$ cat src/core_pkg.sv
package core_pkg;

	localparam int XLEN        = 32;	// Data word width
	localparam int REG_ADDR_W  = 5;
	localparam int PC_W        = 12;	// Instruction address width
	localparam int DMEM_ADDR_W = 10;	// Word address into data memory
	localparam int DMEM_WORDS  = 1024;

	typedef logic [XLEN-1:0]        word_t;
	typedef logic [REG_ADDR_W-1:0]  reg_addr_t;
	typedef logic [PC_W-1:0]        pc_t;
	typedef logic [DMEM_ADDR_W-1:0] dmem_addr_t;

	// Major opcodes of the kept RV32I subset
	localparam logic [6:0] OP_REG   = 7'b0110011;
	localparam logic [6:0] OP_IMM   = 7'b0010011;
	localparam logic [6:0] OP_LOAD  = 7'b0000011;
	localparam logic [6:0] OP_STORE = 7'b0100011;
	localparam logic [6:0] OP_LUI   = 7'b0110111;

	typedef enum logic [3:0] {
		ALU_ADD, ALU_SUB, ALU_SLL, ALU_SLT, ALU_SLTU,
		ALU_XOR, ALU_SRL, ALU_SRA, ALU_OR, ALU_AND
	} alu_op_e;

	// Operand source in ID
	typedef enum logic [1:0] {
		FWD_RF, FWD_EXE, FWD_MEM, FWD_WB
	} fwd_sel_e;

	localparam word_t NOP_INST = 32'h0000_0013;	// addi x0, x0, 0

endpackage

$ cat src/regfile.sv
`timescale 1ns/1ns

module regfile(
	input  logic                CLK,
	input  logic                rst_n,
	input  core_pkg::reg_addr_t rs1,
	input  core_pkg::reg_addr_t rs2,
	output core_pkg::word_t     rs1_data,
	output core_pkg::word_t     rs2_data,
	input  logic                wr_en,
	input  core_pkg::reg_addr_t wr_addr,
	input  core_pkg::word_t     wr_data
);
	import core_pkg::*;

	word_t regs [0:(1 << REG_ADDR_W)-1];

	always_ff @(posedge CLK) begin
		if (!rst_n) begin
			for (int i = 0; i < (1 << REG_ADDR_W); i++)
				regs[i] <= '0;
		end else if (wr_en && wr_addr != '0) begin	// x0 stays zero
			regs[wr_addr] <= wr_data;
		end
	end

	// No write-through, WB forwarding covers it
	assign rs1_data = regs[rs1];
	assign rs2_data = regs[rs2];

endmodule

$ cat config.mk
export PLATFORM = sky130hd
export DESIGN_NAME = regfile
export DESIGN_NICKNAME = d
export VERILOG_FILES = /design/src/core_pkg.sv /design/src/regfile.sv
export SDC_FILE = /design/constraint.sdc
export NUM_CORES = 2
export LEC_CHECK = 0
export ABC_AREA = 1
export CELL_PAD_IN_SITES_DETAIL_PLACEMENT = 1
export CELL_PAD_IN_SITES_GLOBAL_PLACEMENT = 1
export CORE_MARGIN = 10
export CORE_UTILIZATION = 50
export DETAILED_ROUTE_END_ITERATION = 10
export DONT_BUFFER_PORTS = 1
export HOLD_SLACK_MARGIN = 0.1
export PLACE_DENSITY_LB_ADDON = 0.1
export SLEW_MARGIN = 10
export SYNTH_ARGS = -nofsm -noshare
export SYNTH_HDL_FRONTEND = slang
export SYNTH_SLANG_ARGS = --single-unit
$ cat constraint.sdc
create_clock -name CLK -period 3.37 [get_ports CLK]
set_input_delay 0.1685 -clock CLK [delete_from_list [all_inputs] [get_ports CLK]]
set_output_delay 0.1685 -clock CLK [all_outputs]
set_load 0.005 [all_outputs]
Yosys cells after proc, flatten, opt, wreduce, memory -nomap -nowiden
Memories as Yosys holds them, arrays and structs flattened.
Cells that the tools add are included.

storage, ports and cells
  flip-flop bits (word level) = 0
  memory bits (writable) = 1024
  input port bits = 50
  memories = 1

operators by class
  muxes and demuxes = 7
  reductions and logical operators = 3

memories
  name  depth  width  rd ports  clocked after memory_dff  wr ports  line           RTL
  regs  32     32     2         0                         32        regfile.sv:16  word_t regs [0:(1 << REG_ADDR_W)-1];

operators by type and width
  operator             count
  two-way mux 32 bit   1
  OR reduction 32 bit  1
  two-way mux 1 bit    5
  two-way mux 5 bit    1
  nonzero test 5 bit   1
  logical AND 1 bit    1

Logic depth before layout (Yosys ltp)
  depth after elaboration = 7
  depth in mapped cells = 12

Worst setup path after synthesis
OpenSTA, ideal clock, no wires.

  path kind = input -> register
  start point = input rst_n
  end point = memory regs[16][0] in the netlist's numbering (enable)
  arrival time = 1659 ps
  slack = 1322 ps
  stages = 8
  buffers on the path = 2
  cell sequence = buf_2 -> nand2_1 -> inv_1 -> nand4_1 -> inv_1 -> nand2_1 -> buf_2 -> nand2_1

RTL lines
  item             line           RTL
  start, declared  regfile.sv:5   input logic rst_n,
  end, declared    regfile.sv:16

Worst setup path after layout
  start point = input rs2[0]
  end point = output rs2_data[5]

between the ends
  cells in the longest elaborated chain, start to end = 1

RTL lines
  item                  line          RTL
  start, declared       regfile.sv:7  input core_pkg::reg_addr_t rs2,
  memory (32 x 32 bit)  --
  end, declared         regfile.sv:9  output core_pkg::word_t rs2_data,

Every way passes these cells.

==> impl_metrics.toml <==
[critical_path]
crit_family = "buffers and inverters"
path_buf_inv = 2
slowest_stage = "inv_16"
critPathMaxFanout = 513
crit_path_max_incr_delay_ns = 1.08
worstSetupPathType = "in -> out"
worstSetupStartpoint = "rs2[0]"
cp-start-kind = "primary input"
cp.arrival_ns = 3.54
path_cells = "inv_16, buf_12, nand2_1, nand3_1, nand3_1, nand2_1, nand2_1, nand2_1, nand2_1, nand2_1"
end_kind = "output pin"
cp_common_cell = "nand2_1"
crit_required_ns = 3.20

[synth]
synth_area_per_cell_um2 = 7.882
synth_top_cells_by_area = "edfxtp_1 (54%), nand2_1 (19%), nand3_1 (14%)"
ys_seq_area_share_pct = 54.25
yosysWarnings = 0
syn-cell-area_um2 = 56680
synth_top_family_by_area = "simple AND/OR/NAND/NOR gates"
syn_inst = 7191
synth_seq_cells = 1024
yosys.area_share.simple_pct = 39.74
synthDistinctLibCells = 15
muxShareOfSynthArea_pct = 0
synth_xor_area_share_pct = 0
synth_compound_area_share_pct = 0
synthAdderAreaFrac_pct = 0
synth.top_cell.area_share_pct = 54.25
post-synth-top-area-cell = "edfxtp_1"

[floorplan]
die_w_um = 356.7
rows = 123
initial_core_util_pct = 50.38
die-area_um2 = 127200
die_y_um = 356.7
io_pins = 114
coreArea_um2 = 112500

[finish]
n_fill_cell = 13520
largest_reg_flops = 1024
drive_above_1_share_pct = 5.713
post-route-util_pct = 54.75
final_nets = 6955
final_common_cell = "nand2_1"
largest-register = "regs"
layout_common_cells = "nand2_1 (2881), nand3_1 (1537), edfxtp_1 (1024)"
syn2layout_area_growth_pct = 8.662
reg_top3 = "regs (1024)"

[clock_tree]
root_buffer = "clkbuf_16"
htreeDepth = 3
cts_inserted_buffers = 119
cts_tree = "done"
cts.clk_slew.worst_paths_ns = 0.06
clockBufferDepth = 3
cts_resized = 0
cts.sinks = 1024

[grt]
grt_start_max_net_pins = 514
grt_antenna_before_repair = 8
grt_pass1_wl_um = 369300
grt_pass1_vias = 56050
overflow = 0
grt_usage_pct = 39.27

[power]
internal_power_mw = 23.12
seq_power_share_pct = 47.4
p_sw_mw = 8.796
vdd_drop_max_uv = 412.8
comb_power_share_pct = 12.4
powerDensity_nw_per_um2 = 518.2
swShare_pct = 27.56
pwr-share-clk_pct = 40.2
p_leak_nw = 25.92

[hold_path]
holdPathStages = 1
min_path_type = "in -> reg"
hold_path_end = "regs[6][1]"
worstHoldStart = "rst_n"

[place]
gp_congestion = 0.8725
io_buffers = 0
dp_hpwl_um = 138300

[timing]
slew_viol_final = 245
rsz0062_at_grt = "false"
max_slew_margin_pct = -12.83
fmax_ghz = 0.2699
tightest_slew_ns = 1.692
setup_slack_ns = -0.3354
finalHoldViolations = 0
min_period_ns = 3.705
period_share_pct = 110.0
final-setup-viol-count = 43
hold_ws_ns = 0.1529

[route]
drc = 0
wirelength_um = 256400
dr.pass1.iters = 6
vias = 55280
wl_per_cell_um = 30.14
antenna_left = 0
first_iter_violations = 7909
vias_per_cell = 6.497

[job]
max_cap_violations = 0

[run_status]
status = "finished with violations"
violations = "slew limit, setup timing"
## power by group through the flow
stage               registers (mW)  logic (mW)  clock network, mW
finish                        15.1        3.97               12.8
floorplan                     15.2        2.64                  0
detailed placement            15.4        3.78                  0
global route                  15.2        4.23               13.3
CTS                           15.1        3.85               12.8
global placement              15.3        3.68                  0
## how the worst max path moves through the flow
stage          depth (start not counted)  slack, ns           end
2_1_floorplan                          8       1.32   regs[16][0]
3_3_place_gp                           5        1.0  regs[15][15]
3_5_place_dp                           5       1.05  regs[15][19]
4_1_cts                                8       1.02  rs2_data[27]
5_1_grt                               10       0.33  rs1_data[21]
6_report                              10      -0.34   rs2_data[5]
## metal layers
metal	track usage (%)	up-vias	share of wire [%]
met5	0	-	0.012
met2	60.85	3865	45
met1	50.98	27470	37
met3	9.200	887	12
li1	-	23050	-
met4	20.79	4	6.0
## synthesized netlist by cell type
library cell / number
buf_1: 23
buf_2: 324
buf_4: 33
buf_6: 41
clkbuf_1: 208
conb_1: 1
edfxtp_1: 1024
inv_1: 50
inv_2: 2
inv_4: 2
nand2_1: 2943
nand3_1: 1537
nand4_1: 4
nor2_1: 992
nor3_1: 7
## repair_timing
item,CTS,global route
buffers inserted,0,0
hold buffers,29,0
hold endpoints to repair,1124,0
## kinds of logic after synthesis
family,after synthesis
buffers and inverters,683
flip-flops,1024
other,1
AND/OR/NAND/NOR,5483
## final cells by class
cell class	instances	area [um^2]	share of cell area, %
multi-input cells	5515	22800	37.01
diodes	6	15.01	0.02438
well taps	1500	1877	3.047
clock inverters	68	556.8	0.9040
inverters	54	261.5	0.4246
flip-flops and latches	1024	30750	49.92
clock buffers	150	3179	5.162
repair buffers	191	2155	3.498
## per-stage QoR
step | setup TNS, ns | power, mW | area (um^2) | setup slack [ns] | cells
detailed placement | 0 | 19.14 | 57540 | 1.052 | 8255
finish | -7.026 | 31.92 | 61590 | -0.3354 | 8508
global route | 0 | 32.70 | 61580 | 0.3293 | 8503
global placement | 0 | 18.98 | 57540 | 0.9981 | 8255
CTS | 0 | 31.75 | 61580 | 1.025 | 8502
floorplan | 0 | 17.88 | 56800 | 1.322 | 7222
(Power assumes the default switching activity.)
