**src/core_pkg.sv**
```systemverilog
package core_pkg;

	localparam int XLEN        = 32;	// Data word width
	localparam int REG_ADDR_W  = 5;
	localparam int PC_W        = 12;	// Instruction address width
	localparam int DMEM_ADDR_W = 10;	// Word address into data memory
	localparam int DMEM_WORDS  = 1024;

	typedef logic [XLEN-1:0]        word_t;
	typedef logic [REG_ADDR_W-1:0]  reg_addr_t;
	typedef logic [PC_W-1:0]        pc_t;
	typedef logic [DMEM_ADDR_W-1:0] dmem_addr_t;

	// Major opcodes of the kept RV32I subset
	localparam logic [6:0] OP_REG   = 7'b0110011;
	localparam logic [6:0] OP_IMM   = 7'b0010011;
	localparam logic [6:0] OP_LOAD  = 7'b0000011;
	localparam logic [6:0] OP_STORE = 7'b0100011;
	localparam logic [6:0] OP_LUI   = 7'b0110111;

	typedef enum logic [3:0] {
		ALU_ADD, ALU_SUB, ALU_SLL, ALU_SLT, ALU_SLTU,
		ALU_XOR, ALU_SRL, ALU_SRA, ALU_OR, ALU_AND
	} alu_op_e;

	// Operand source in ID
	typedef enum logic [1:0] {
		FWD_RF, FWD_EXE, FWD_MEM, FWD_WB
	} fwd_sel_e;

	localparam word_t NOP_INST = 32'h0000_0013;	// addi x0, x0, 0

endpackage

```
**src/fetch_unit.sv**
```systemverilog
`timescale 1ns/1ns

module fetch_unit(
	input  logic              CLK,
	input  logic              rst_n,
	input  logic              stall,		// Hold IF/ID, ignore ack

	output logic              inst_req,
	output core_pkg::pc_t     inst_addr,
	input  logic              inst_ack,
	input  core_pkg::word_t   inst_data,

	output core_pkg::word_t   id_inst,
	output logic              id_valid
);
	import core_pkg::*;

	pc_t pc;
	logic capture;

	// Instruction taken on this edge
	assign capture = inst_req && inst_ack && !stall;
	assign inst_addr = pc;					// Stable for the whole request

	always_ff @(posedge CLK) begin
		if (!rst_n) begin
			inst_req <= 1'b0;
			pc       <= '0;
			id_inst  <= NOP_INST;
			id_valid <= 1'b0;
		end else begin
			// Handshake and PC
			if (capture) begin
				inst_req <= 1'b0;
				pc       <= pc + pc_t'(4);
			end else if (!inst_req && !inst_ack) begin
				inst_req <= 1'b1;			// Responder idle again, next request
			end

			// IF/ID register
			if (capture) begin
				id_inst  <= inst_data;
				id_valid <= 1'b1;
			end else if (!stall) begin
				id_inst  <= NOP_INST;		// Slot moved on, nothing new
				id_valid <= 1'b0;
			end
		end
	end

endmodule

```
**config.mk**
```make
export PLATFORM = sky130hd
export DESIGN_NAME = fetch_unit
export DESIGN_NICKNAME = d
export VERILOG_FILES = /design/src/core_pkg.sv /design/src/fetch_unit.sv
export SDC_FILE = /design/constraint.sdc
export NUM_CORES = 1
export LEC_CHECK = 0
export BUFFER_PORTS_ARGS = -buffer_cell sky130_fd_sc_hd__buf_4
export CORE_MARGIN = 2
export CORE_UTILIZATION = 45
export DETAILED_ROUTE_END_ITERATION = 8
export PLACE_DENSITY = 0.79
export SYNTH_ARGS = -nofsm -noshare
export SYNTH_HDL_FRONTEND = slang
export SYNTH_SLANG_ARGS = --single-unit
```
**constraint.sdc**
```tcl
create_clock -name CLK -period 3.14 [get_ports CLK]
set_clock_uncertainty 0.15 [all_clocks]
set_input_delay 0.628 -clock CLK [delete_from_list [all_inputs] [get_ports CLK]]
set_output_delay 0.628 -clock CLK [all_outputs]
set_load 0.1 [all_outputs]
```
* Word level (Yosys, flattened, before mapping) *
Index checks and enable logic that the tools add are counted.

operators by class
  add/sub/neg operators = 1
  eq/ne operators = 1
  multiplexer cells = 4
  bitwise gates (word level) = 1
  reduce and logical (&&, ||, !) cells = 7

operators by type and width
  operator                 number
  $mux W32                 2
  $add A12 B3 Y12 const B  1
  $logic_and A1 B1 Y1      3
  $logic_not A1 Y1         3
  $mux W1                  2
  $ne A2 B1 Y1 const B     1
  $reduce_or A2 Y1         1
  $not A1 Y1               1

storage, ports and cells
  register bits = 46
  output and inout port bits = 46
  logic and storage cells = 18

* Depth between registers and ports, before layout *
  word-level depth = 3
  gate-level depth with buffers = 6
  gate-level depth less buffers = 4

* Least setup slack after synthesis *
OpenSTA, ideal clock, no wires.

  path type = register to register
  start = register pc[2] (netlist: inst_addr[2])
  end = register pc[8] (netlist: inst_addr[8])
  library setup time = 0.070 ns
  arrival time = 2.009 ns
  data required time = 2.920 ns
  path slack = 0.910 ns
  stages on the path, launching flop included = 5
  period minus slack after synthesis = 2.230 ns
  path through = dfxtp_1 > ha_1 > nand2_1 > or4_1 > a21oi_1

between the ends
  cells in the longest elaborated chain, start to end = 1

RTL lines
  what                    line              source
  from (decl)             fetch_unit.sv:18  pc_t pc;
  from (signal assigned)  fetch_unit.sv:35  pc <= pc + pc_t'(4);
  $add A12 B3 Y12         fetch_unit.sv:35

Every way passes these cells.
A chain may end at the register's enable or synchronous reset.

* Final worst setup path *
  start = input port stall
  end = register id_inst[21]

between the ends
  cells in the longest elaborated chain, start to end = 3
  elaborated cells on any way between the ends = 4
  those cells by class = 1 x eq/ne; 1 x mux; 2 x reduce/logical

RTL lines
  what                                                              line              source
  from (decl)                                                       fetch_unit.sv:6   input logic stall,
  $logic_not A1 Y1                                                  -
  $logic_and A1 B1 Y1                                               fetch_unit.sv:22  assign capture = inst_req && inst_ack && !stall;
  $ne A2 B1 Y1 (no source line) / $mux W32 (equally long branches)  -
  to (signal assigned)                                              fetch_unit.sv:42  id_inst <= inst_data;
  to (decl)                                                         fetch_unit.sv:13  output core_pkg::word_t id_inst,

Several ways; a longest one is shown, not always the timed one.

==> flow_summary_export.csv <==
group,metric,value,unit
finish,regArea,881,um^2
clocking,cts_buffers,5,
clocking,root_buffer,"clkbuf_4",
power,p_per_area,487,nW/um^2
timing,min_period,2000,ps
clocking,post_cts_buffers,0,
clocking,clkTransAtPathRegs,120,ps
finish,finish.utilization,67.9,%
routing,finalWirelength,3.67,mm
synthesis,synth_warnings,0,
global_routing,grt_overflow,0,
setup_path,required,3290,ps
routing,drc,0,
clocking,cts-resized-gates,0,
place,post-place-ws,739,ps
place,detailed_place_hpwl,2.59,mm
synthesis,yosysUniqueCellTypes,25,
power,total_power,1.12,mW
routing,drtAntennaViolNets,0,
synthesis,mappedNetlistArea,1610,um^2
synthesis,avgSynthCellArea,9.32,um^2
finish,multiInputGateArea,641,um^2
setup_path,path_class,"input pin to register",
routing,first_pass_iters,4,
global_routing,grt_pass1_vias,1427,
global_routing,grt_max_degree,35,
finish,layout_commonest_cell,"buf_4",
timing,tns,0,ps
timing,relSlewSlack,27.4,%
setup_path,path_cells,"buf_4, and3b_1, a22oi_1, nor2_1",
routing,vias,1511,
finish,antenna_cells,0,
timing,worst_pin_slew,1090,ps
finish,finalNetCount,284,
place,io_buffers,79,
global_routing,grt_pass1_wl,6.10,mm
synthesis,ys_ff_latch,44,
finish,fin_cells,294,
setup_path,cpPeakStageDelay,980,ps
timing,hold_viol,0,
floorplanning,coreArea,3390,um^2
finish,most-common-layout-cells,"buf_4, dfxtp_1, nor2_1, a22oi_1, nand2_1",
timing,setup_violations,0,
clocking,clkSinkCount,44,
routing,avgRoutedWirePerCell,12.5,um
run,maxCapViolCount,0,
floorplanning,rows,21,
routing,drtIter0Drc,100,
global_routing,antenna_found_initial,0,
floorplanning,io_pins,82,
timing,max_freq,500,MHz
finish,fillCellCount,282,
timing,finalCritPeriodShare,63.7,%
finish,post_route_cells_drive_above_1_share,36.3,%
global_routing,grt_usage,18.9,%
setup_path,crit_arrival,2140,ps
routing,drt-vias-per-instance,5.14,
synthesis,syn_inst,173,
floorplanning,die_area,4080,um^2
min_path,hold_path.class,"register to register",
setup_path,startpoint_type,"input pin",
place,place_congestion,0.766,
clocking,holdBufCountCts,0,
finish,area_growth,42.8,%
place,placed_cell_area,2210,um^2
finish,fin_area,2300,um^2
setup_path,cp_max_fo,34,
floorplanning,fp.dieW,63.8,um
synthesis,ys_seq_area_share,54.7,%
floorplanning,initial_core_util,47.5,%
status,status,"completed",
clocking,clk_path_buf_depth,2,
timing,final-max-slew-violation-count,0,
timing,hold_slack,322,ps
floorplanning,die-height,63.8,um
place,dp.cells,286,
timing,setup_slack,1140,ps
power,ir_drop,0.320,mV
setup_path,worst_setup_path_end_kind,"register",
power,leakagePower,0.998,nW
setup_path,slowest_stage,"and3b_1",
clocking,cts_tree,"yes",
clocking,insertion_delay,350,ps
timing,rsz0062_at_grt,"no",
clocking,htreeDepth,2,
==> critical path, delay by kind of cell <==
kind,cells,cell delay (ps)
AND/OR/NAND/NOR,2,1100
buffers and inverters,1,220
AO/OA/AOI/OAI,1,180
==> final timing paths <==
kind	startpoint	endpoint	slack, ps	cells after the start
worst min-delay path	id_valid	id_valid	320	2
worst max register to register	inst_req	id_inst[21]	1260	3
worst max-delay path	stall	id_inst[21]	1140	4
worst min register to register	id_valid	id_valid	320	2
==> metal layers <==
layer	track usage, %	wire length (um)	vias to the layer above
met1	23.3	1580	697
met4	6.52	29	0
met5	0	0	-
met2	29.7	1750	56
met3	7.92	302	4
li1	-	-	754
==> flip-flops by register name, indices dropped and copies added (netlist names) <==
register and flops:
inst_req 1, id_inst 32, inst_addr 10, id_valid 1
==> layout make-up <==
type,instances,share of cell area [%]
Clock buffer,7,2.83
Multi-Input combinational cell,110,27.8
Inverter,5,0.816
Timing Repair Buffer,81,26.4
Clock inverter,1,1.31
Sequential cell,44,38.3
Tap cell,46,2.50
==> where the power goes <==
part / total [mW] / internal, mW / leakage, nW / switching [mW]
logic: 0.159 / 0.0493 / 0.590 / 0.109
clock network: 0.388 / 0.211 / 0.0515 / 0.177
registers: 0.573 / 0.567 / 0.356 / 0.00623
total: 1.12 / 0.828 / 0.998 / 0.292
==> cells by family (layout without fill, tap and decap cells) <==
| kind of cell | after synthesis | after routing | synth area share [%] |
|---|---|---|---|
| xor gates and xnor gates | 1 | 1 | 0.544 |
| and+or+nand+nor | 57 | 57 | 16.8 |
| buffers and inverters | 20 | 94 | 5.82 |
| other | 1 | 2 | 0.233 |
| AOI/OAI and AO/OA | 47 | 47 | 20.0 |
| muxes | 2 | 2 | 1.24 |
| adders and majority gates | 1 | 1 | 0.776 |
| DFF | 44 | 44 | 54.7 |
==> Yosys cell counts, drive strengths merged <==
| cell | number | share of area [%] |
|---|---|---|
| a21oi | 9 | 2.8 |
| a22oi | 29 | 14 |
| and3b | 1 | 0.54 |
| buf | 6 | 2.6 |
| clkbuf | 9 | 2.1 |
| conb | 1 | 0.23 |
| dfxtp | 44 | 55 |
| ha | 1 | 0.78 |
| inv | 5 | 1.2 |
| mux2i | 2 | 1.2 |
| nand2 | 12 | 2.8 |
| nand2b | 2 | 0.78 |
| nand3 | 2 | 0.62 |
| nand3b | 1 | 1.2 |
| nand4 | 1 | 0.39 |
| nor2 | 30 | 7.0 |
| nor4 | 2 | 0.78 |
| o21ai | 2 | 0.62 |
| o22ai | 3 | 1.2 |
| o31ai | 4 | 1.9 |
| or3 | 2 | 0.78 |
| or4 | 4 | 1.9 |
| xnor2 | 1 | 0.54 |
Power figures use the tool's default switching activity.
