### config.mk
export PLATFORM = sky130hd
export DESIGN_NAME = decoder
export DESIGN_NICKNAME = d
export VERILOG_FILES = /design/src/core_pkg.sv /design/src/decoder.sv
export SDC_FILE = /design/constraint.sdc
export NUM_CORES = 1
export LEC_CHECK = 0
export BUFFER_PORTS_ARGS = -buffer_cell sky130_fd_sc_hd__buf_2
export CORE_ASPECT_RATIO = 1.1
export CORE_MARGIN = 4
export CORE_UTILIZATION = 39
export DETAILED_ROUTE_END_ITERATION = 6
export PLACE_DENSITY_LB_ADDON = 0.3
export SETUP_SLACK_MARGIN = 0.5
export SLEW_MARGIN = 20
export SYNTH_ARGS = -nofsm -noshare
export SYNTH_HDL_FRONTEND = slang
export SYNTH_SLANG_ARGS = --single-unit
### constraint.sdc
create_clock -name vclk -period 1.9
set_input_delay 0.38 -clock vclk [all_inputs]
set_output_delay 0.38 -clock vclk [all_outputs]
set_load 0.02 [all_outputs]
### src/core_pkg.sv
package core_pkg;

	localparam int XLEN        = 32;	// Data word width
	localparam int REG_ADDR_W  = 5;
	localparam int PC_W        = 12;	// Instruction address width
	localparam int DMEM_ADDR_W = 10;	// Word address into data memory
	localparam int DMEM_WORDS  = 1024;

	typedef logic [XLEN-1:0]        word_t;
	typedef logic [REG_ADDR_W-1:0]  reg_addr_t;
	typedef logic [PC_W-1:0]        pc_t;
	typedef logic [DMEM_ADDR_W-1:0] dmem_addr_t;

	// Major opcodes of the kept RV32I subset
	localparam logic [6:0] OP_REG   = 7'b0110011;
	localparam logic [6:0] OP_IMM   = 7'b0010011;
	localparam logic [6:0] OP_LOAD  = 7'b0000011;
	localparam logic [6:0] OP_STORE = 7'b0100011;
	localparam logic [6:0] OP_LUI   = 7'b0110111;

	typedef enum logic [3:0] {
		ALU_ADD, ALU_SUB, ALU_SLL, ALU_SLT, ALU_SLTU,
		ALU_XOR, ALU_SRL, ALU_SRA, ALU_OR, ALU_AND
	} alu_op_e;

	// Operand source in ID
	typedef enum logic [1:0] {
		FWD_RF, FWD_EXE, FWD_MEM, FWD_WB
	} fwd_sel_e;

	localparam word_t NOP_INST = 32'h0000_0013;	// addi x0, x0, 0

endpackage

### src/decoder.sv
`timescale 1ns/1ns

module decoder(
	input  core_pkg::word_t     inst,
	input  logic                valid,
	output core_pkg::reg_addr_t rs1,
	output core_pkg::reg_addr_t rs2,
	output core_pkg::reg_addr_t rd,
	output core_pkg::word_t     imm,
	output core_pkg::alu_op_e   alu_op,
	output logic                use_imm,	// Operand B is the immediate
	output logic                zero_a,		// Operand A forced to zero
	output logic                wr_en,
	output logic                is_load,
	output logic                is_store
);
	import core_pkg::*;

	logic [6:0] opcode;
	logic [2:0] funct3;
	logic funct7_b5;						// SUB and SRA select
	reg_addr_t f_rs1, f_rs2, f_rd;
	word_t imm_i, imm_s, imm_u;
	alu_op_e f3_op;

	assign opcode    = inst[6:0];
	assign f_rd      = inst[11:7];
	assign funct3    = inst[14:12];
	assign f_rs1     = inst[19:15];
	assign f_rs2     = inst[24:20];
	assign funct7_b5 = inst[30];

	assign imm_i = {{20{inst[31]}}, inst[31:20]};
	assign imm_s = {{20{inst[31]}}, inst[31:25], inst[11:7]};
	assign imm_u = {inst[31:12], 12'b0};

	// ALU function from funct3
	always_comb begin
		case (funct3)
			3'b000:  f3_op = (opcode == OP_REG && funct7_b5) ? ALU_SUB : ALU_ADD;	// No SUBI
			3'b001:  f3_op = ALU_SLL;
			3'b010:  f3_op = ALU_SLT;
			3'b011:  f3_op = ALU_SLTU;
			3'b100:  f3_op = ALU_XOR;
			3'b101:  f3_op = funct7_b5 ? ALU_SRA : ALU_SRL;
			3'b110:  f3_op = ALU_OR;
			default: f3_op = ALU_AND;
		endcase
	end

	// Unused sources stay x0 so they never match a hazard
	always_comb begin
		rs1 = '0; rs2 = '0; rd = '0; imm = '0;
		alu_op = ALU_ADD;
		use_imm = 1'b0; zero_a = 1'b0;
		wr_en = 1'b0; is_load = 1'b0; is_store = 1'b0;
		if (valid) begin
			case (opcode)
				OP_REG: begin
					rs1 = f_rs1; rs2 = f_rs2; rd = f_rd;
					alu_op = f3_op; wr_en = 1'b1;
				end
				OP_IMM: begin
					rs1 = f_rs1; rd = f_rd; imm = imm_i;
					alu_op = f3_op; use_imm = 1'b1; wr_en = 1'b1;
				end
				OP_LUI: begin
					rd = f_rd; imm = imm_u;		// 0 + imm
					use_imm = 1'b1; zero_a = 1'b1; wr_en = 1'b1;
				end
				OP_LOAD: if (funct3 == 3'b010) begin	// LW only
					rs1 = f_rs1; rd = f_rd; imm = imm_i;
					use_imm = 1'b1; wr_en = 1'b1; is_load = 1'b1;
				end
				OP_STORE: if (funct3 == 3'b010) begin	// SW only
					rs1 = f_rs1; rs2 = f_rs2; imm = imm_s;
					use_imm = 1'b1; is_store = 1'b1;
				end
				default: ;							// Unknown, stays a nop
			endcase
		end
	end

endmodule

Word level (Yosys, flattened, before mapping)
Index checks and enable logic that the tools add are counted.
{"block": "word_totals", "reg_bits": 0, "input_bits": 33, "output_inout_bits": 56}
{"block": "classes", "n_eq_ne": 11, "muxes": 29, "n_reduce_logical": 6}
{"cell": "$pmux W32 S4", "count": 1}
{"cell": "$mux W32", "count": 3}
{"cell": "$mux W5", "count": 6}
{"cell": "$pmux W5 S2", "count": 3}
{"cell": "$pmux W4 S7", "count": 1}
{"cell": "$eq A7 B6 Y1 const B", "count": 3}
{"cell": "$mux W1", "count": 11}
{"cell": "$eq A3 B3 Y1 const B", "count": 3}
{"cell": "$mux W4", "count": 2}
{"cell": "$eq A7 B2 Y1 const B", "count": 1}
{"cell": "$eq A7 B5 Y1 const B", "count": 1}
{"cell": "$eq A3 B2 Y1 const B", "count": 2}
{"cell": "$reduce_or A2 Y1", "count": 3}
{"cell": "$pmux W1 S2", "count": 2}
{"cell": "$eq A3 B1 Y1 const B", "count": 1}
{"cell": "$logic_not A3 Y1", "count": 1}
{"cell": "$reduce_or A3 Y1", "count": 1}
{"cell": "$logic_and A1 B1 Y1", "count": 1}

Longest topological paths before layout
{"block": "depth", "depth_word": 6, "mapped_depth": 5, "depth_no_buf": 3}

Worst setup path after synthesis
OpenSTA, ideal clock, no wires.
{"block": "synth_path", "path_kind": "input-to-output", "from": "input inst[3]", "to": "output alu_op[0]", "arrival_ns": 2.045, "slack_ns": -0.525, "stages": 4, "path_buffers": 1, "cell_sequence": "nor4bb_1 buf_2 nand4_1 a2111oi_0"}
{"block": "synth_between", "elab_chain_len": 6, "elab_cells_between_ends": 8}
{"item": "from (decl)", "line_no": "decoder.sv:4", "source": "input core_pkg::word_t inst,"}
{"item": "$eq A7 B6 Y1", "line_no": "decoder.sv:40, decoder.sv:58"}
{"item": "$logic_and A1 B1 Y1", "line_no": "decoder.sv:40", "source": "3'b000: f3_op = (opcode == OP_REG && funct7_b5) ? ALU_SUB : ALU_ADD;"}
{"item": "$mux W1", "line_no": "decoder.sv:40"}
{"item": "$pmux W4 S7", "line_no": "decoder.sv:39", "source": "case (funct3)"}
{"item": "$mux W4 *", "line_no": "decoder.sv:58", "source": "case (opcode)"}
{"item": "$mux W4 *", "line_no": "decoder.sv:57", "source": "if (valid) begin"}
{"item": "to (decl)", "line_no": "decoder.sv:10", "source": "output core_pkg::alu_op_e alu_op,"}
Every way passes the cells marked *; elsewhere a longest branch is shown, timed or not.

Worst setup path in the final report
{"block": "layout_path", "from": "input inst[14]", "to": "output rs2[0]"}
{"block": "layout_between", "elab_chain_len": 4}
{"item": "$eq A3 B2 Y1", "line_no": "decoder.sv:75", "source": "OP_STORE: if (funct3 == 3'b010) begin"}
{"item": "$mux W5", "line_no": "decoder.sv:75"}
{"item": "$pmux W5 S2", "line_no": "decoder.sv:58"}
{"item": "$mux W5", "line_no": "decoder.sv:57"}
{"item": "to (decl)", "line_no": "decoder.sv:7", "source": "output core_pkg::reg_addr_t rs2,"}
No other way between the ends.

==> out/metrics.csv <==
metric;value;unit
post-route-period-util;111;%
dp_hpwl;3190;µm
p_comb_share;100.0;%
antennaDiodeCount;0;
crit_fanout;10;
grt_pass1_wl;7250;µm
cap_violations;0;
antenna_left;0;
netlist.area_leader.share;30.1;%
vias_per_cell;6.79;
hold_buffers;0;
tns;-4.60;ns
layout_commonest_cell;buf_4;
drtIter0Drc;122;
arrival;1.72;ns
syn_nets;163;
use_met1;31.4;%
firstDrtPassIters;5;
tightest_slew;0.458;ns
power.density;116;nW/µm²
placedCellCount;257;
cp-end-kind;output port;
crit_required;1.52;ns
syn-cell-area;948;µm²
p_leak;0.964;nW
io_pins;89;
fin_ws;-0.201;ns
path_class;input port to output port;
die_x;55.0;µm
syn_area_per_cell;7.30;µm²
grtUsageTotal;29.2;%
routedWlPerCell;27.9;µm
grt_max_degree;22;
fin_nets;266;
grt_pass1_vias;1588;
switching_share;60.8;%
ys_types;36;
start_util;41.7;%
worstSetupStartpointType;input port;
clkPwrFrac;0;%
ys_seq_area_share;0;%
max_freq;476;MHz
max_slew_margin;69.3;%
busiest_layer;met2;
flops_and_latches;0;
vias;1772;
setup_viol;53;
syn_to_final_growth;132;%
synth_top_area_cell;o2bb2ai_2;
dieArea;3290;µm²
postSynthCellCount;130;
clock_buffers;0;
finalHoldViolations;0;
slew_viol_final;0;
drc;0;
stdcell_count;261;
violations;negative setup slack;
routabilityCongestion;0.913;
num_rows;18;
worst_ir_drop_vdd;0.000132;V
antenna_found_initial;0;
power_frac_seq;0;%
dieHeight;59.7;µm
coreArea;2270;µm²
hold_class;input port to output port;
power.switching;0.155;mW
drive_above_1_share;74.9;%
yosysWarnings;0;
regArea;0;µm²
routed_wl;7280;µm
synthTopCellsByArea;o2bb2ai_2 30%, and2_1 6.6%, nor2_1 6.3%;
rsz0062_at_grt;true;
portBuffers;89;
intPower;0.100;mW
use_met3;4.24;%
status;finished, violations left;
overflow;0;
grtUsageMet2;53.2;%
most-common-layout-cells;55 x buf_4, 28 x buf_2, 23 x buf_6;
layout_min_cycle_time;2.10;ns
Yosys cell counts, drive strengths merged, types with 2 or more instances:
library cell / n
and2: 10
o2111ai: 7
nand4: 6
o21ai: 3
nor2: 16
a21oi: 8
nand2b: 3
and3: 6
buf: 13
nand3: 4
clkbuf: 3
nand2: 2
nor4b: 2
o2bb2ai: 19
inv: 14
area by class of cell:
| type | count | area (µm²) |
|---|---|---|
| Fill cell | 44 | 78.8 |
| Inverter | 14 | 57.6 |
| Multi-Input combinational cell | 100 | 1090 |
| Tap cell | 30 | 37.5 |
| Timing Repair Buffer | 117 | 1010 |
cells by family (layout without fill, tap and decap cells):
kind of cell	Yosys count	count (layout)	synth area share [%]
AO/OA/AOI/OAI	43	43	48.9
buffers and inverters	30	131	14.8
AND/OR/NAND/NOR	57	57	36.3
final timing paths:
check,start,endpoint,slack (ns),depth (start not counted)
min,inst[16],imm[16],1.10,3
max,inst[14],rs2[0],-0.20,6
power groups by stage:
stage	sequential (mW)	clock [mW]	combinational, mW
after floorplan	0	0	0.0982
after global placement	0	0	0.182
after global routing	0	0	0.261
after detailed placement	0	0	0.188
final	0	0	0.256
after CTS	0	0	0.209
through the flow:
stage | power, mW | utilization (%) | setup slack [ns] | hold slack, ns | area [µm²]
finish | 0.256 | 96.5 | -0.201 | 1.10 | 2200
global route | 0.261 | 96.5 | -0.198 | 1.11 | 2200
CTS | 0.209 | 90.9 | -0.0808 | 1.07 | 2070
detailed placement | 0.188 | 76.5 | -0.156 | 1.09 | 1740
global placement | 0.182 | 76.5 | -0.0861 | 1.09 | 1740
floorplan | 0.0982 | - | 0.00256 | 0.866 | 1130
per-layer routing:
| metal | up-vias | share of wire [%] |
|---|---|---|
| met5 | - | 0 |
| met4 | 0 | 7.9 |
| met3 | 69 | 13 |
| met2 | 221 | 47 |
| met1 | 790 | 32 |
| li1 | 692 | - |
what timing repair did:
| item | 4_1_cts | 5_1_grt |
|---|---|---|
| gates cloned | 1 | 1 |
| resized for setup | 92 | 23 |
| hold endpoints to repair | 0 | 0 |
| pin swaps | 7 | 6 |
| setup buffers | 2 | 0 |
| setup endpoints to repair | 56 | 56 |
worst max-delay path, cell delays in order:
cell	delay [ns]
buf_2	0.14
buf_4	0.17
nor3b_2	0.25
o2111a_2	0.35
and3_1	0.26
buf_4	0.16
(Power assumes the default switching activity.)
