### src/core_pkg.sv
package core_pkg;

	localparam int XLEN        = 32;	// Data word width
	localparam int REG_ADDR_W  = 5;
	localparam int PC_W        = 12;	// Instruction address width
	localparam int DMEM_ADDR_W = 10;	// Word address into data memory
	localparam int DMEM_WORDS  = 1024;

	typedef logic [XLEN-1:0]        word_t;
	typedef logic [REG_ADDR_W-1:0]  reg_addr_t;
	typedef logic [PC_W-1:0]        pc_t;
	typedef logic [DMEM_ADDR_W-1:0] dmem_addr_t;

	// Major opcodes of the kept RV32I subset
	localparam logic [6:0] OP_REG   = 7'b0110011;
	localparam logic [6:0] OP_IMM   = 7'b0010011;
	localparam logic [6:0] OP_LOAD  = 7'b0000011;
	localparam logic [6:0] OP_STORE = 7'b0100011;
	localparam logic [6:0] OP_LUI   = 7'b0110111;

	typedef enum logic [3:0] {
		ALU_ADD, ALU_SUB, ALU_SLL, ALU_SLT, ALU_SLTU,
		ALU_XOR, ALU_SRL, ALU_SRA, ALU_OR, ALU_AND
	} alu_op_e;

	// Operand source in ID
	typedef enum logic [1:0] {
		FWD_RF, FWD_EXE, FWD_MEM, FWD_WB
	} fwd_sel_e;

	localparam word_t NOP_INST = 32'h0000_0013;	// addi x0, x0, 0

endpackage

### src/forwarding_unit.sv
`timescale 1ns/1ns

module forwarding_unit(
	input  logic                id_valid,
	input  core_pkg::reg_addr_t id_rs1,
	input  core_pkg::reg_addr_t id_rs2,
	input  logic                id_use_imm,
	input  logic                id_zero_a,
	input  core_pkg::word_t     id_imm,
	input  core_pkg::word_t     rs1_data,
	input  core_pkg::word_t     rs2_data,
	input  core_pkg::reg_addr_t exe_rd,
	input  logic                exe_wr_en,
	input  logic                exe_is_load,
	input  core_pkg::word_t     exe_result,
	input  core_pkg::reg_addr_t mem_rd,
	input  logic                mem_wr_en,
	input  core_pkg::word_t     mem_result,		// Load data once in MEM
	input  core_pkg::reg_addr_t wb_rd,
	input  logic                wb_wr_en,
	input  core_pkg::word_t     wb_data,
	output core_pkg::word_t     op_a,
	output core_pkg::word_t     op_b,
	output core_pkg::word_t     store_data,
	output logic                stall
);
	import core_pkg::*;

	fwd_sel_e sel_a, sel_b;
	word_t rs1_val, rs2_val;

	// Newest producer wins, x0 never forwarded
	function automatic fwd_sel_e pick_src(input reg_addr_t rs);
		if (rs == '0)
			return FWD_RF;
		else if (exe_wr_en && exe_rd == rs)
			return FWD_EXE;
		else if (mem_wr_en && mem_rd == rs)
			return FWD_MEM;
		else if (wb_wr_en && wb_rd == rs)
			return FWD_WB;
		return FWD_RF;
	endfunction

	// Re-evaluated on any stage destination change as well
	always_comb begin
		sel_a = pick_src(id_rs1);
		sel_b = pick_src(id_rs2);
	end

	always_comb begin
		case (sel_a)
			FWD_EXE: rs1_val = exe_result;
			FWD_MEM: rs1_val = mem_result;
			FWD_WB:  rs1_val = wb_data;
			default: rs1_val = rs1_data;
		endcase
		case (sel_b)
			FWD_EXE: rs2_val = exe_result;
			FWD_MEM: rs2_val = mem_result;
			FWD_WB:  rs2_val = wb_data;
			default: rs2_val = rs2_data;
		endcase
	end

	assign op_a       = id_zero_a ? '0 : rs1_val;	// LUI
	assign op_b       = id_use_imm ? id_imm : rs2_val;
	assign store_data = rs2_val;					// SW data, separate from op_b

	// Load result not ready until MEM, hold ID one cycle
	assign stall = id_valid && exe_is_load && exe_wr_en && exe_rd != '0 &&
		(exe_rd == id_rs1 || exe_rd == id_rs2);

endmodule

### config.mk
export PLATFORM = sky130hd
export DESIGN_NAME = forwarding_unit
export DESIGN_NICKNAME = d
export VERILOG_FILES = /design/src/core_pkg.sv /design/src/forwarding_unit.sv
export SDC_FILE = /design/constraint.sdc
export NUM_CORES = 1
export LEC_CHECK = 0
export ABC_CLOCK_PERIOD_IN_PS = 3600
export BUFFER_PORTS_ARGS = -buffer_cell sky130_fd_sc_hd__buf_2
export CORE_AREA = 4 4 125 127
export DETAILED_ROUTE_END_ITERATION = 12
export DIE_AREA = 0 0 129 131
export PLACE_DENSITY_LB_ADDON = 0.3
export SETUP_SLACK_MARGIN = 0.15
export SLEW_MARGIN = 0
export SYNTH_ARGS = -nofsm -noshare
export SYNTH_HDL_FRONTEND = slang
export SYNTH_SLANG_ARGS = --single-unit
### constraint.sdc
create_clock -name vclk -period 3.6
set_input_delay 0.36 -clock vclk [all_inputs]
set_output_delay 0.36 -clock vclk [all_outputs]
set_load 0.02 [all_outputs]
**After elaboration in Yosys (flattened, before gate mapping)**

Index checks and enable logic that the tools add are counted.

- RAM bits: 0
- Memories: 0
- ROM bits: 0
- Output and inout port bits: 97
- Latch bits: 0
- Register bits after elaboration: 0

- Shift operators: 0
- Div/mod/pow operators: 0
- Bitwise logic cells: 0
- Mux-type cells: 22
- Equality and inequality tests: 12
- $add $sub $neg: 0
- Multipliers: 0
- Magnitude comparators: 0
- Reduce and logical (&&, ||, !) cells: 14

Operator list:

| cell | number |
|---|---|
| one-hot mux 32 bit (3 select lines) | 2 |
| 2-to-1 mux 32 bit | 2 |
| equality test 5 bit | 6 |
| 2-to-1 mux 2 bit | 10 |
| logical AND 1 bit | 10 |
| logical NOT 5 bit | 2 |
| equality test 2 bit (second input constant) | 4 |
| 2-to-1 mux 1 bit | 8 |
| nonzero test 5 bit | 1 |
| equality test 2 x 1 -> 1 bit (second input constant) | 2 |
| logical OR 1 bit | 1 |

**Logic depth before layout (Yosys ltp)**

- Depth after elaboration: 10
- Gate-level depth with buffers: 8
- Mapped depth without buffers: 5

**Worst setup path after synthesis**

OpenSTA, ideal clock, no wires.

- Path kind: input-to-output
- Start point: in id_rs1[1]
- End point: out op_a[0]
- Arrival: 2.074 ns
- Data required time: 3.240 ns
- Stages on the path: 5
- Slack: 1.166 ns
- Cell sequence: or4_1 -> nor2_2 -> clkbuf_1 -> a211oi_1 -> a221oi_1

- Longest elaborated chain between the ends: 10

Ends and longest elaborated chain:

| what | line | text |
|---|---|---|
| start, declared | forwarding_unit.sv:5 | `input core_pkg::reg_addr_t id_rs1,` |
| equality test 5 bit | forwarding_unit.sv:40 | `else if (wb_wr_en && wb_rd == rs)` |
| logical AND 1 bit | forwarding_unit.sv:40 |  |
| 2-to-1 mux 1 bit | forwarding_unit.sv:40 |  |
| 2-to-1 mux 1 bit | forwarding_unit.sv:38 | `else if (mem_wr_en && mem_rd == rs)` |
| 2-to-1 mux 1 bit | forwarding_unit.sv:36 | `else if (exe_wr_en && exe_rd == rs)` |
| 2-to-1 mux 1 bit | forwarding_unit.sv:34 | `if (rs == '0)` |
| 2-to-1 mux 2 bit * | forwarding_unit.sv:42 | `return FWD_RF;` |
| equality test 2 bit / equality test 2 x 1 -> 1 bit (equally long branches) | forwarding_unit.sv:52 | `case (sel_a)` |
| one-hot mux 32 bit (3 select lines) * | forwarding_unit.sv:52 |  |
| 2-to-1 mux 32 bit * | forwarding_unit.sv:66 | `assign op_a = id_zero_a ? '0 : rs1_val;` |
| end, declared | forwarding_unit.sv:22 | `output core_pkg::word_t op_a,` |

Every way passes the cells marked *; elsewhere a longest branch is shown, timed or not.

**Final worst setup path**

- Start point: in id_rs1[0]
- End point: out op_a[11]

The elaborated chain is that of the path after synthesis.

==> flow_summary.toml <==
[status]
status = "finished, final reports clean"

[global_routing]
first_global_vias = 6629
grt_overflow = 0
antenna_found_initial = 1
grt_pass1_wl_um = 36600
grt_use_total_pct = 26.5
grt_max_degree = 90

[timing]
hold_viol = 0
slew_headroom_pct = 28.5
fin_ws_ps = 385
finalCritPeriodShare_pct = 89.3
setup_tns_ps = 0
worstMarginPinSlew_ps = 1070
setup_violations = 0
fmax_mhz = 311
fin_crit_ps = 3220
maxSlewViolCount = 0
rsz0062_at_grt = "false"

[placement]
post-place-ws_ps = 370
dpl.hpwl_um = 18200
io_buffers = 321
finalWeightedCongestion = 0.872
placed_cells = 1142

[synthesis]
syn-num-nets = 936
syn_inst = 712
ys_types = 44
avgSynthCellArea_um2 = 7.01
syn-cell-area_um2 = 4990
synth.yosys.seq_area_share_pct = 0
ys_warn_count = 0

[drt]
antenna_left = 0
wl_met2_um = 12200
wl_per_cell_um = 21.6
highest_layer = "met5"
drc_errors = 0
met3_length_um = 2050
wirelength_um = 24600
drt_first_iter_violations = 513
met1_length_um = 10000
num_vias = 7174
drtPass1Iterations = 5
viasPerCell = 6.28

[floorplan]
ioPinCount = 321
fp.dieW_um = 129
die_h_um = 131
dieArea_um2 = 16900
core_area_um2 = 14400
rows = 44
start_util_pct = 34.6

[power]
ir_drop_mv = 0.143
power.density_nw_per_um2 = 133
leakagePower_uw = 0.00315

[critical_path]
cp_common_cell = "buf_2"
path_cells = "buf_2 > xor2_1 > nor4_4 > buf_4 > a2111oi_0 > o21ai_0 > a221oi_2 > buf_2"
path_max_fanout = 64
worstSetupPathType = "in -> out"
start_kind = "primary input"
slowest_delay_ps = 860
crit_arrival_ps = 2860
cp_slowest_cell = "a2111oi_0"
endpoint_kind = "primary output"
crit_required_ps = 3240

[cells_and_area]
design.seq.count = 0
layout.cells.non_filler = 1142
final_cell_mix = "320 x buf_2, 71 x and3_1, 64 x inv_1"
diodes = 0
layout_commonest_cell = "buf_2"
fin_nets = 1184
regArea_um2 = 0
area_delta_synth_final_pct = 33.6
n_clock_buffer = 0
drive_above_1_share_pct = 46.8

[clock_tree]
post-cts-setup-buffers = 0
ctsResizeCount = 0
hold_buffers = 0

[run]
drv_cap = 0

[min_path]
whs_path_depth = 4
min_path_type = "in -> out"
min_from = "id_imm[11]"
whs_endpoint = "op_b[11]"
-- report_power, final --
part	switching, uW	total (uW)	internal [uW]
sequential	0	0	0
combinational	549	888	339
clock	0	0	0
-- worst max-delay path, delay by kind of cell --
kind,cells,cell delay [ps]
compound gates,3,1450
buf+inv,3,680
xor+xnor,1,270
simple gates,1,90
-- layer usage --
| metal | GRT usage, % | up-vias |
|---|---|---|
| met4 | 4.20 | 2 |
| met1 | 34.3 | 3391 |
| li1 | - | 3348 |
| met2 | 47.7 | 403 |
| met3 | 3.41 | 30 |
| met5 | 0 | - |
-- how the worst max path moves through the flow --
stage / depth (start not counted) / from / end
2_1_floorplan: 5 / id_rs1[1] / op_a[0]
3_3_place_gp: 8 / id_rs1[0] / op_a[11]
3_5_place_dp: 8 / id_rs1[0] / op_a[11]
4_1_cts: 8 / id_rs1[0] / op_a[11]
5_1_grt: 8 / id_rs1[0] / op_a[11]
6_report: 8 / id_rs1[0] / op_a[11]
-- cell usage after synthesis (all sizes together) --
| master | n | share of area, % |
|---|---|---|
| a221oi | 32 | 9.4 |
| o2bb2a | 1 | 0.20 |
| nand2 | 11 | 0.83 |
| a2111oi | 4 | 0.70 |
| nor2 | 9 | 0.88 |
| o2111ai | 32 | 5.6 |
| o21a | 23 | 3.5 |
| a211oi | 60 | 9.0 |
| a2bb2oi | 2 | 0.35 |
| and2 | 6 | 0.75 |
| o32ai | 7 | 1.2 |
| buf | 26 | 3.7 |
| or4 | 3 | 0.45 |
| o311a | 25 | 5.0 |
| nand3 | 30 | 3.0 |
| a21oi | 4 | 0.40 |
| or3 | 32 | 4.0 |
| inv | 64 | 4.8 |
| o31ai | 7 | 1.1 |
| o211ai | 1 | 0.15 |
| nor4 | 4 | 1.5 |
| a311oi | 7 | 1.4 |
| xnor2 | 14 | 2.5 |
| nand2b | 25 | 3.1 |
| a31o | 48 | 8.4 |
| a21o | 8 | 1.2 |
| and3 | 71 | 8.9 |
| nand4 | 2 | 0.25 |
| a311o | 25 | 5.0 |
| o22a | 1 | 0.35 |
| a2bb2o | 1 | 0.40 |
| clkbuf | 79 | 6.0 |
| xor2 | 16 | 2.8 |
| o21ai | 32 | 3.2 |
-- kinds of logic after synthesis --
logic type	share of synthesized area, %
AOI/OAI and AO/OA	56.5
and+or+nand+nor	23.7
buffers and inverters	14.5
xor gates and xnor gates	5.26
-- cell type report --
cell class | count | area [um2]
fillers | 1503 | 7750
multi-input cells | 543 | 4320
repair buffers | 351 | 1880
inverters | 64 | 240
well taps | 184 | 230
-- per-stage QoR --
stage | cell area, um2 | hold slack, ps | utilization, % | power [uW]
5_1_grt | 6670 | 1060 | 46.3 | 950
3_3_place_gp | 6670 | 1040 | 46.2 | 872
4_1_cts | 6670 | 1050 | 46.2 | 881
6_report | 6670 | 1040 | 46.3 | 888
2_1_floorplan | 4990 | 802 | - | 525
3_5_place_dp | 6670 | 1050 | 46.2 | 878
Power figures use the tool's default switching activity.
